### src/dram_addr_pkg.sv
package dram_addr_pkg;

    localparam int BANK_W = 2;
    localparam int ROW_W  = 8;
    localparam int COL_W  = 6;
    localparam int DATA_W = 32;

    // host address is {bank, row, col}
    localparam int ADDR_W    = BANK_W + ROW_W + COL_W;
    localparam int NUM_BANKS = 1 << BANK_W;

    typedef logic [BANK_W-1:0] bank_t;
    typedef logic [ROW_W-1:0]  row_t;
    typedef logic [COL_W-1:0]  col_t;
    typedef logic [DATA_W-1:0] data_t;

endpackage

### src/dram_pkg.sv
package dram_pkg;

    // command FSM states, the single-cycle states issue one DRAM command each
    typedef enum logic [3:0] {
        POWER_UP,
        IDLE,
        REFRESH,
        REFRESHING,
        ACTIVATE,
        ACTIVATING,
        READ,
        READING,
        WRITE,
        WRITING,
        PRECHARGE,
        PRECHARGING
    } cmd_state_t;

    // codes on the DRAM command port
    typedef enum logic [2:0] {
        CMD_NOP,
        CMD_ACT,
        CMD_RD,
        CMD_WR,
        CMD_PRE,
        CMD_REF
    } dram_cmd_t;

    // open-row status of the pending request
    typedef enum logic [1:0] {
        ROW_IDLE,
        ROW_HIT,
        ROW_MISS,
        ROW_CONFLICT
    } row_stat_t;

    // minimum gaps in clock cycles
    localparam int T_INIT = 40;
    localparam int T_RCD  = 3;
    localparam int T_RD   = 4;
    localparam int T_WR   = 5;
    localparam int T_RP   = 3;
    localparam int T_RFC  = 10;
    localparam int T_REFI = 300;

    // phase counter covers the longest command gap
    localparam int TCNT_W = 4;
    // power-up and refresh interval counter
    localparam int RCNT_W = $clog2((T_REFI > T_INIT ? T_REFI : T_INIT) + 1);

    typedef logic [TCNT_W-1:0] tcnt_t;
    typedef logic [RCNT_W-1:0] rcnt_t;

endpackage

### src/apb_dram_port.sv
`timescale 1ns/100ps

module apb_dram_port (
    input  logic                              CLK,
    input  logic                              nRST,
    input  logic                              psel,
    input  logic                              penable,
    input  logic                              pwrite,
    input  logic [dram_addr_pkg::ADDR_W-1:0]  paddr,
    input  dram_addr_pkg::data_t              pwdata,
    input  logic                              ram_wait,
    input  dram_addr_pkg::data_t              dram_rdata,
    input  logic                              tRD_done,
    output dram_addr_pkg::data_t              prdata,
    output logic                              pready,
    output logic                              dWEN,
    output logic                              dREN,
    output dram_addr_pkg::bank_t              req_bank,
    output dram_addr_pkg::row_t               req_row,
    output dram_addr_pkg::col_t               req_col
);
    logic setup;

    // a new transfer is only accepted while nothing is outstanding
    assign setup = psel && !penable && !dWEN && !dREN;

    // the FSM drops ram_wait for one cycle when the request is finished
    assign pready = (dWEN || dREN) && !ram_wait;

    always_ff @(posedge CLK or negedge nRST) begin
        if (!nRST) begin
            dWEN <= 1'b0;
            dREN <= 1'b0;
        end else if (pready) begin
            dWEN <= 1'b0;
            dREN <= 1'b0;
        end else if (setup) begin
            dWEN <= pwrite;
            dREN <= !pwrite;
        end
    end

    always_ff @(posedge CLK) begin
        if (setup) begin
            req_bank <= paddr[dram_addr_pkg::ADDR_W-1 -: dram_addr_pkg::BANK_W];
            req_row  <= paddr[dram_addr_pkg::COL_W +: dram_addr_pkg::ROW_W];
            req_col  <= paddr[dram_addr_pkg::COL_W-1:0];
        end
    end

    // read data lands one cycle before pready
    // write data reads back until the next read replaces it
    always_ff @(posedge CLK) begin
        if (tRD_done) begin
            prdata <= dram_rdata;
        end else if (setup && pwrite) begin
            prdata <= pwdata;
        end
    end

    a_one_direction: assert property (@(posedge CLK) disable iff (!nRST)
        !(dWEN && dREN));

    a_read_data_ready: assert property (@(posedge CLK) disable iff (!nRST)
        (pready && dREN) |-> $past(tRD_done));

endmodule

### src/command_fsm.sv
`timescale 1ns/100ps

module command_fsm (
    input  logic                   CLK,
    input  logic                   nRST,
    input  logic                   dWEN,
    input  logic                   dREN,
    input  dram_pkg::row_stat_t    row_stat,
    input  logic                   rf_req,
    input  logic                   init_done,
    input  logic                   tACT_done,
    input  logic                   tRD_done,
    input  logic                   tWR_done,
    input  logic                   tPRE_done,
    input  logic                   tREF_done,
    output dram_pkg::cmd_state_t   cmd_state,
    output logic                   ram_wait,
    output logic                   row_resolve,
    output dram_pkg::dram_cmd_t    dram_cmd
);
    dram_pkg::cmd_state_t next_state;
    logic                 nram_wait;

    always_ff @(posedge CLK or negedge nRST) begin
        if (!nRST) begin
            cmd_state <= dram_pkg::POWER_UP;
            ram_wait  <= 1'b1;
        end else begin
            cmd_state <= next_state;
            ram_wait  <= nram_wait;
        end
    end

    always_comb begin
        next_state  = cmd_state;
        nram_wait   = 1'b1;
        row_resolve = 1'b0;
        case (cmd_state)
            dram_pkg::POWER_UP: begin
                if (init_done) next_state = dram_pkg::IDLE;
            end
            dram_pkg::IDLE: begin
                // refresh always goes through a precharge so no row stays open
                if (rf_req) begin
                    next_state = dram_pkg::PRECHARGE;
                end else if ((dWEN || dREN) && ram_wait) begin
                    // ram_wait low means the last request is just being retired
                    case (row_stat)
                        dram_pkg::ROW_HIT:      next_state = dWEN ? dram_pkg::WRITE
                                                                  : dram_pkg::READ;
                        dram_pkg::ROW_MISS:     next_state = dram_pkg::ACTIVATE;
                        dram_pkg::ROW_CONFLICT: next_state = dram_pkg::PRECHARGE;
                        default:                next_state = dram_pkg::IDLE;
                    endcase
                end
            end
            dram_pkg::ACTIVATE:   next_state = dram_pkg::ACTIVATING;
            dram_pkg::ACTIVATING: begin
                if (tACT_done) begin
                    if (rf_req) next_state = dram_pkg::PRECHARGE;
                    else        next_state = dWEN ? dram_pkg::WRITE : dram_pkg::READ;
                end
            end
            dram_pkg::READ:    next_state = dram_pkg::READING;
            dram_pkg::WRITE:   next_state = dram_pkg::WRITING;
            dram_pkg::READING: begin
                if (tRD_done) begin
                    nram_wait  = 1'b0;
                    next_state = rf_req ? dram_pkg::PRECHARGE : dram_pkg::IDLE;
                end
            end
            dram_pkg::WRITING: begin
                if (tWR_done) begin
                    nram_wait  = 1'b0;
                    next_state = rf_req ? dram_pkg::PRECHARGE : dram_pkg::IDLE;
                end
            end
            dram_pkg::PRECHARGE:   next_state = dram_pkg::PRECHARGING;
            dram_pkg::PRECHARGING: begin
                if (tPRE_done) begin
                    row_resolve = 1'b1;
                    next_state  = rf_req ? dram_pkg::REFRESH : dram_pkg::IDLE;
                end
            end
            dram_pkg::REFRESH:    next_state = dram_pkg::REFRESHING;
            dram_pkg::REFRESHING: begin
                if (tREF_done) next_state = dram_pkg::IDLE;
            end
            default: next_state = dram_pkg::IDLE;
        endcase
    end

    // one command per single-cycle state, a cycle later
    always_ff @(posedge CLK or negedge nRST) begin
        if (!nRST) begin
            dram_cmd <= dram_pkg::CMD_NOP;
        end else begin
            case (cmd_state)
                dram_pkg::ACTIVATE:  dram_cmd <= dram_pkg::CMD_ACT;
                dram_pkg::READ:      dram_cmd <= dram_pkg::CMD_RD;
                dram_pkg::WRITE:     dram_cmd <= dram_pkg::CMD_WR;
                dram_pkg::PRECHARGE: dram_cmd <= dram_pkg::CMD_PRE;
                dram_pkg::REFRESH:   dram_cmd <= dram_pkg::CMD_REF;
                default:             dram_cmd <= dram_pkg::CMD_NOP;
            endcase
        end
    end

    // once out of power-up the init flag must have been seen and must stay set
    a_hold_power_up: assert property (@(posedge CLK) disable iff (!nRST)
        cmd_state != dram_pkg::POWER_UP |-> init_done);

endmodule

### src/dram_ctrl_top.sv
`timescale 1ns/100ps

module dram_ctrl_top (
    input  logic                              CLK,
    input  logic                              nRST,
    input  logic                              psel,
    input  logic                              penable,
    input  logic                              pwrite,
    input  logic [dram_addr_pkg::ADDR_W-1:0]  paddr,
    input  dram_addr_pkg::data_t              pwdata,
    output dram_addr_pkg::data_t              prdata,
    output logic                              pready,
    input  dram_addr_pkg::data_t              dram_rdata,
    output dram_pkg::dram_cmd_t               dram_cmd,
    output dram_addr_pkg::bank_t              dram_bank,
    output dram_addr_pkg::row_t               dram_row,
    output dram_addr_pkg::col_t               dram_col
);
    logic                 dWEN;
    logic                 dREN;
    logic                 ram_wait;
    logic                 row_resolve;
    logic                 rf_req;
    logic                 init_done;
    logic                 tACT_done;
    logic                 tRD_done;
    logic                 tWR_done;
    logic                 tPRE_done;
    logic                 tREF_done;
    dram_addr_pkg::bank_t req_bank;
    dram_addr_pkg::row_t  req_row;
    dram_addr_pkg::col_t  req_col;
    dram_pkg::row_stat_t  row_stat;
    dram_pkg::cmd_state_t cmd_state;

    apb_dram_port u_port (
        .CLK(CLK), .nRST(nRST), .psel(psel), .penable(penable), .pwrite(pwrite),
        .paddr(paddr), .pwdata(pwdata), .ram_wait(ram_wait), .dram_rdata(dram_rdata),
        .tRD_done(tRD_done), .prdata(prdata), .pready(pready), .dWEN(dWEN),
        .dREN(dREN), .req_bank(req_bank), .req_row(req_row), .req_col(req_col)
    );

    command_fsm u_fsm (
        .CLK(CLK), .nRST(nRST), .dWEN(dWEN), .dREN(dREN), .row_stat(row_stat),
        .rf_req(rf_req), .init_done(init_done), .tACT_done(tACT_done),
        .tRD_done(tRD_done), .tWR_done(tWR_done), .tPRE_done(tPRE_done),
        .tREF_done(tREF_done), .cmd_state(cmd_state), .ram_wait(ram_wait),
        .row_resolve(row_resolve), .dram_cmd(dram_cmd)
    );

    row_tracker u_rows (
        .CLK(CLK), .nRST(nRST), .cmd_state(cmd_state), .req_bank(req_bank),
        .req_row(req_row), .row_resolve(row_resolve), .row_stat(row_stat)
    );

    timing_counter u_timer (
        .CLK(CLK), .nRST(nRST), .cmd_state(cmd_state), .tACT_done(tACT_done),
        .tRD_done(tRD_done), .tWR_done(tWR_done), .tPRE_done(tPRE_done),
        .tREF_done(tREF_done)
    );

    refresh_scheduler u_refresh (
        .CLK(CLK), .nRST(nRST), .cmd_state(cmd_state), .init_done(init_done),
        .rf_req(rf_req)
    );

    // address goes out in the same cycle as its command
    // a precharge carries the bank of the held request, refresh keeps the last address
    always_ff @(posedge CLK) begin
        if (cmd_state inside {dram_pkg::ACTIVATE, dram_pkg::READ, dram_pkg::WRITE,
                              dram_pkg::PRECHARGE}) begin
            dram_bank <= req_bank;
            dram_row  <= req_row;
            dram_col  <= req_col;
        end
    end

endmodule

### src/refresh_scheduler.sv
`timescale 1ns/100ps

module refresh_scheduler (
    input  logic                   CLK,
    input  logic                   nRST,
    input  dram_pkg::cmd_state_t   cmd_state,
    output logic                   init_done,
    output logic                   rf_req
);
    localparam dram_pkg::rcnt_t INIT_LAST = dram_pkg::rcnt_t'(dram_pkg::T_INIT - 1);
    localparam dram_pkg::rcnt_t REFI_LAST = dram_pkg::rcnt_t'(dram_pkg::T_REFI - 1);

    dram_pkg::rcnt_t init_cnt;
    dram_pkg::rcnt_t refi_cnt;

    always_ff @(posedge CLK or negedge nRST) begin
        if (!nRST) begin
            init_cnt  <= '0;
            init_done <= 1'b0;
        end else if (!init_done) begin
            if (init_cnt == INIT_LAST) init_done <= 1'b1;
            else                       init_cnt  <= init_cnt + 1'b1;
        end
    end

    // interval restarts on each refresh and saturates while the request waits
    always_ff @(posedge CLK or negedge nRST) begin
        if (!nRST) begin
            refi_cnt <= '0;
        end else if (!init_done || cmd_state == dram_pkg::REFRESH) begin
            refi_cnt <= '0;
        end else if (refi_cnt != REFI_LAST) begin
            refi_cnt <= refi_cnt + 1'b1;
        end
    end

    assign rf_req = (refi_cnt == REFI_LAST);

endmodule

### src/row_tracker.sv
`timescale 1ns/100ps

module row_tracker (
    input  logic                   CLK,
    input  logic                   nRST,
    input  dram_pkg::cmd_state_t   cmd_state,
    input  dram_addr_pkg::bank_t   req_bank,
    input  dram_addr_pkg::row_t    req_row,
    input  logic                   row_resolve,
    output dram_pkg::row_stat_t    row_stat
);
    logic [dram_addr_pkg::NUM_BANKS-1:0] bank_open;
    dram_addr_pkg::row_t                 open_row [dram_addr_pkg::NUM_BANKS];

    // a refresh closes every bank, a finished precharge closes the requested one
    always_ff @(posedge CLK or negedge nRST) begin
        if (!nRST) begin
            bank_open <= '0;
        end else if (cmd_state == dram_pkg::REFRESH) begin
            bank_open <= '0;
        end else if (cmd_state == dram_pkg::ACTIVATE) begin
            bank_open[req_bank] <= 1'b1;
        end else if (row_resolve) begin
            bank_open[req_bank] <= 1'b0;
        end
    end

    always_ff @(posedge CLK) begin
        if (cmd_state == dram_pkg::ACTIVATE) begin
            open_row[req_bank] <= req_row;
        end
    end

    always_comb begin
        if (cmd_state inside {dram_pkg::POWER_UP, dram_pkg::REFRESH,
                              dram_pkg::REFRESHING}) begin
            // table is being reset, no valid status
            row_stat = dram_pkg::ROW_IDLE;
        end else if (!bank_open[req_bank]) begin
            row_stat = dram_pkg::ROW_MISS;
        end else if (open_row[req_bank] == req_row) begin
            row_stat = dram_pkg::ROW_HIT;
        end else begin
            row_stat = dram_pkg::ROW_CONFLICT;
        end
    end

endmodule

### src/timing_counter.sv
`timescale 1ns/100ps

module timing_counter (
    input  logic                   CLK,
    input  logic                   nRST,
    input  dram_pkg::cmd_state_t   cmd_state,
    output logic                   tACT_done,
    output logic                   tRD_done,
    output logic                   tWR_done,
    output logic                   tPRE_done,
    output logic                   tREF_done
);
    dram_pkg::tcnt_t      cnt;
    dram_pkg::cmd_state_t phase;
    logic                 expire;

    // load on the command state, count down while the FSM waits
    always_ff @(posedge CLK or negedge nRST) begin
        if (!nRST) begin
            cnt   <= '0;
            phase <= dram_pkg::IDLE;
        end else begin
            phase <= (cmd_state inside {dram_pkg::ACTIVATE, dram_pkg::READ, dram_pkg::WRITE,
                                        dram_pkg::PRECHARGE, dram_pkg::REFRESH})
                     ? cmd_state : phase;
            case (cmd_state)
                dram_pkg::ACTIVATE:  cnt <= dram_pkg::tcnt_t'(dram_pkg::T_RCD);
                dram_pkg::READ:      cnt <= dram_pkg::tcnt_t'(dram_pkg::T_RD);
                dram_pkg::WRITE:     cnt <= dram_pkg::tcnt_t'(dram_pkg::T_WR);
                dram_pkg::PRECHARGE: cnt <= dram_pkg::tcnt_t'(dram_pkg::T_RP);
                dram_pkg::REFRESH:   cnt <= dram_pkg::tcnt_t'(dram_pkg::T_RFC);
                default: begin
                    if (cnt != '0) cnt <= cnt - 1'b1;
                end
            endcase
        end
    end

    // last cycle of the count, the FSM moves on at the next edge
    assign expire = (cnt == dram_pkg::tcnt_t'(1));

    assign tACT_done = expire && (phase == dram_pkg::ACTIVATE);
    assign tRD_done  = expire && (phase == dram_pkg::READ);
    assign tWR_done  = expire && (phase == dram_pkg::WRITE);
    assign tPRE_done = expire && (phase == dram_pkg::PRECHARGE);
    assign tREF_done = expire && (phase == dram_pkg::REFRESH);

    a_single_done: assert property (@(posedge CLK) disable iff (!nRST)
        $onehot0({tACT_done, tRD_done, tWR_done, tPRE_done, tREF_done}));

endmodule
### config.mk
export PLATFORM = sky130hd
export DESIGN_NAME = dram_ctrl_top
export DESIGN_NICKNAME = d
export VERILOG_FILES = /design/src/dram_addr_pkg.sv /design/src/dram_pkg.sv /design/src/apb_dram_port.sv /design/src/command_fsm.sv /design/src/dram_ctrl_top.sv /design/src/refresh_scheduler.sv /design/src/row_tracker.sv /design/src/timing_counter.sv
export SDC_FILE = /design/constraint.sdc
export NUM_CORES = 1
export LEC_CHECK = 0
export ABC_AREA = 1
export BUFFER_PORTS_ARGS = -buffer_cell sky130_fd_sc_hd__clkbuf_2
export CAP_MARGIN = 20
export CORE_MARGIN = 2
export CORE_UTILIZATION = 55
export CTS_BUF_LIST = sky130_fd_sc_hd__clkbuf_4 sky130_fd_sc_hd__clkbuf_8
export CTS_CLUSTER_DIAMETER = 200
export CTS_CLUSTER_SIZE = 14
export DETAILED_ROUTE_END_ITERATION = 6
export GPL_TIMING_DRIVEN = 1
export PLACE_DENSITY = 0.84
export REMOVE_ABC_BUFFERS = 1
export SLEW_MARGIN = 20
export SYNTH_ARGS = -nofsm -noshare
export SYNTH_HDL_FRONTEND = slang
export SYNTH_SLANG_ARGS = --single-unit
### constraint.sdc
create_clock -name CLK -period 4.7 [get_ports CLK]
set_input_delay 1.41 -clock CLK [delete_from_list [all_inputs] [get_ports CLK]]
set_output_delay 1.41 -clock CLK [all_outputs]
set_load 0.005 [all_outputs]
==> flow_summary.json <==
{
  "outcome": "complete, no violations",
  "ff2ff_setup_slack_ps": 2560,
  "crit_top_cell": "nor2_1",
  "fillers": 795,
  "dpl-instance-area_mm2": 0.00683,
  "grt_max_degree": 42,
  "clock-sinks": 139,
  "ys_types": 39,
  "initial_core_util_pct": 55.7,
  "cp_max_fo": 5,
  "holdCritStartpoint": "u_port.req_col[3]",
  "hold_buffers": 0,
  "fin_tns_setup_ps": 0,
  "clkLatencyLatePin_ps": 430,
  "clock_skew_ps": 12.3,
  "multiInputGateArea_mm2": 0.00178,
  "hpwl_um": 9060,
  "path_class": "flop to output pin",
  "dp_cells": 791,
  "gr-usage-all-layers_pct": 23.3,
  "cp_slowest_cell": "dfrtp_1",
  "cts_max_level": 4,
  "io_pins": 137,
  "clk_path_buf_depth": 2,
  "syn_area_mm2": 0.00599,
  "antenna_found_initial": 0,
  "vias_per_cell": 5.30,
  "io_buffers": 136,
  "grt_pass1_vias": 4424,
  "syn_to_final_growth_pct": 20.3,
  "worstPathCellList": "nor2_1 -> nor2_1 -> clkbuf_2",
  "drv_slew": 0,
  "relSlewSlack_pct": 37.4,
  "clock.fmax_mhz": 366,
  "async_flop_share_pct": 29.5,
  "worstSetupStartpointType": "flop",
  "nets": 760,
  "final_cell_area_mm2": 0.00721,
  "setup_viol": 0,
  "finalHoldViolCount": 0,
  "r2r_start": "u_timer.cnt[1]",
  "hold_end": "dram_col[3]",
  "synth-seq-cells": 139,
  "overflow": 0,
  "ys_warn_count": 0,
  "path_clk_slew_ps": 80,
  "period_share_pct": 58.1,
  "crit_path_end_kind": "output pin",
  "root_buffer": "clkbuf_8",
  "p_per_area_mw_per_mm2": 452,
  "min_period_ps": 2730,
  "syn_avg_cell_area_um2": 11.6,
  "dp_slack_ps": 1760,
  "syn_inst": 517,
  "rsz0062_at_grt": "no",
  "dr.pass1.iters": 5,
  "place.gp.congestion": 0.861,
  "final_cell_count_no_fill": 823,
  "yosysSeqAreaShare_pct": 66.0,
  "vdd_ir_drop_max_mv": 0.238,
  "diodes": 0,
  "wl_um": 12800,
  "reg2reg_depth": 8,
  "hold_path.class": "flop to flop",
  "cts_tree": "yes",
  "drt-initial-drc-count": 307,
  "maxCapViolCount": 0,
  "fp.dieW_um": 108,
  "synth_edf_count": 96,
  "drtAntennaViolNets": 0,
  "cpPeakStageDelay_ps": 420,
  "cts_resized": 0,
  "core_area_mm2": 0.0107,
  "vias": 4366,
  "regArea_mm2": 0.00395,
  "synthFlopType": "edfxtp_1",
  "grt_first_pass_wirelength_um": 20600,
  "fin_ws_ps": 1970,
  "dieHeight_um": 108,
  "wl_per_cell_um": 15.5,
  "num_rows": 38,
  "drive_gt1_share_pct": 32.7,
  "drc_errors": 0,
  "min_path_cells": 0,
  "timing.critical_path.required_ps": 3290,
  "timing.rr.end": "u_port.prdata[27]",
  "post-cts-setup-buffers": 0,
  "tightest_slew_ps": 935,
  "cts_buffers": 17,
  "leakagePower_nw": 3.24,
  "whs_ps": 424,
  "dieArea_mm2": 0.0117,
  "arrival_ps": 1320
}
## cells in the mapped netlist, drive strengths merged (3+ instances only)
master,count,area [um^2]
nand4,7,43.8
mux2,34,383
a21oi,11,55.1
inv,53,204
ha,5,62.6
nor3,12,65.1
xnor2,5,43.8
nand3,33,180
nor2,52,218
nand2,112,425
edfxtp,96,2880
o21ai,21,105
dfrtp,39,976
buf,7,56.3
nor4,3,18.8
xor2,7,61.3
## worst max-delay path, delay by kind of cell, from the launching register on
family | cells | cell delay [ps]
DFF | 1 | 420
buffers and inverters | 1 | 180
and+or+nand+nor | 2 | 290
## routing by layer
layer	GRT usage (%)	wire [um]	vias to the layer above	share of wire, %
met5	0	0	-	0
met4	11.4	347	0	2.7
met3	6.09	737	33	5.8
met2	40.7	6690	184	52
met1	26.6	5020	2073	39
li1	-	-	2076	-
## registers in the layout, summed over array words and instances (netlist names), 6 cells and up, named ones only
register            flops
u_port.prdata          32
u_rows.open_row        32
u_refresh.init_cnt      9
u_refresh.refi_cnt      9
dram_row                8
u_port.req_row          8
dram_col                6
u_port.req_col          6
## where the power goes
group          leakage (nW)  switching (mW)  internal [mW]
clock network         0.202           0.441          0.464
logic                  1.65           0.478          0.270
registers              1.39           0.102           1.50
## cells in the final DEF (no fill, tap or decap), types with 3 or more instances in the layout
cell type  instances
a21oi_1           11
buf_4              5
clkbuf_2         135
clkbuf_4           3
clkbuf_8          19
clkinv_2           4
clkinv_4           3
dfrtp_1           39
edfxtp_1          96
ha_1               5
inv_1             51
mux2_2            34
nand2_1          110
nand3_1           30
nand3_2            3
nand4_1            7
nor2_1            47
nor2_2             3
nor3_1            10
nor4_1             3
o21ai_0           19
xnor2_1            5
xor2_1             7
## metrics by stage
| step | total power, mW | util (%) |
|---|---|---|
| detailed placement | 2.37 | 63.6 |
| global route | 3.45 | 67.1 |
| global placement | 2.32 | 63.6 |
| floorplan | 2.10 | - |
| CTS | 3.27 | 67.1 |
| finish | 3.26 | 67.1 |
## worst max-delay path by stage
stage,start,end,cells after the start
6_report,u_port.dWEN,pready,3
5_1_grt,u_port.dWEN,pready,3
4_1_cts,u_port.dWEN,pready,3
3_5_place_dp,psel,u_port.prdata[3],7
3_3_place_gp,psel,u_port.prdata[3],7
2_1_floorplan,penable,u_port.prdata[0],3
## kinds of logic (layout without fill, tap and decap cells)
kind of cell               Yosys count  after routing  share of synthesized area, %
AOI/OAI and AO/OA                   45             45                          4.28
xor gates and xnor gates            12             12                          1.76
adders and majority gates            5              5                          1.04
buffers and inverters               61            227                          4.41
DFF                                139            139                          66.0
muxes                               34             34                          6.39
and+or+nand+nor                    221            221                          16.1
## layout make-up
cell class,count,share of cell area (%)
repair buffers,141,9.97
flip-flops and latches,139,54.8
multi-input cells,317,24.7
well taps,140,2.43
clock inverters,10,1.27
clock buffers,22,3.94
inverters,54,2.88
Note: power is estimated with default switching activity, not from simulation.
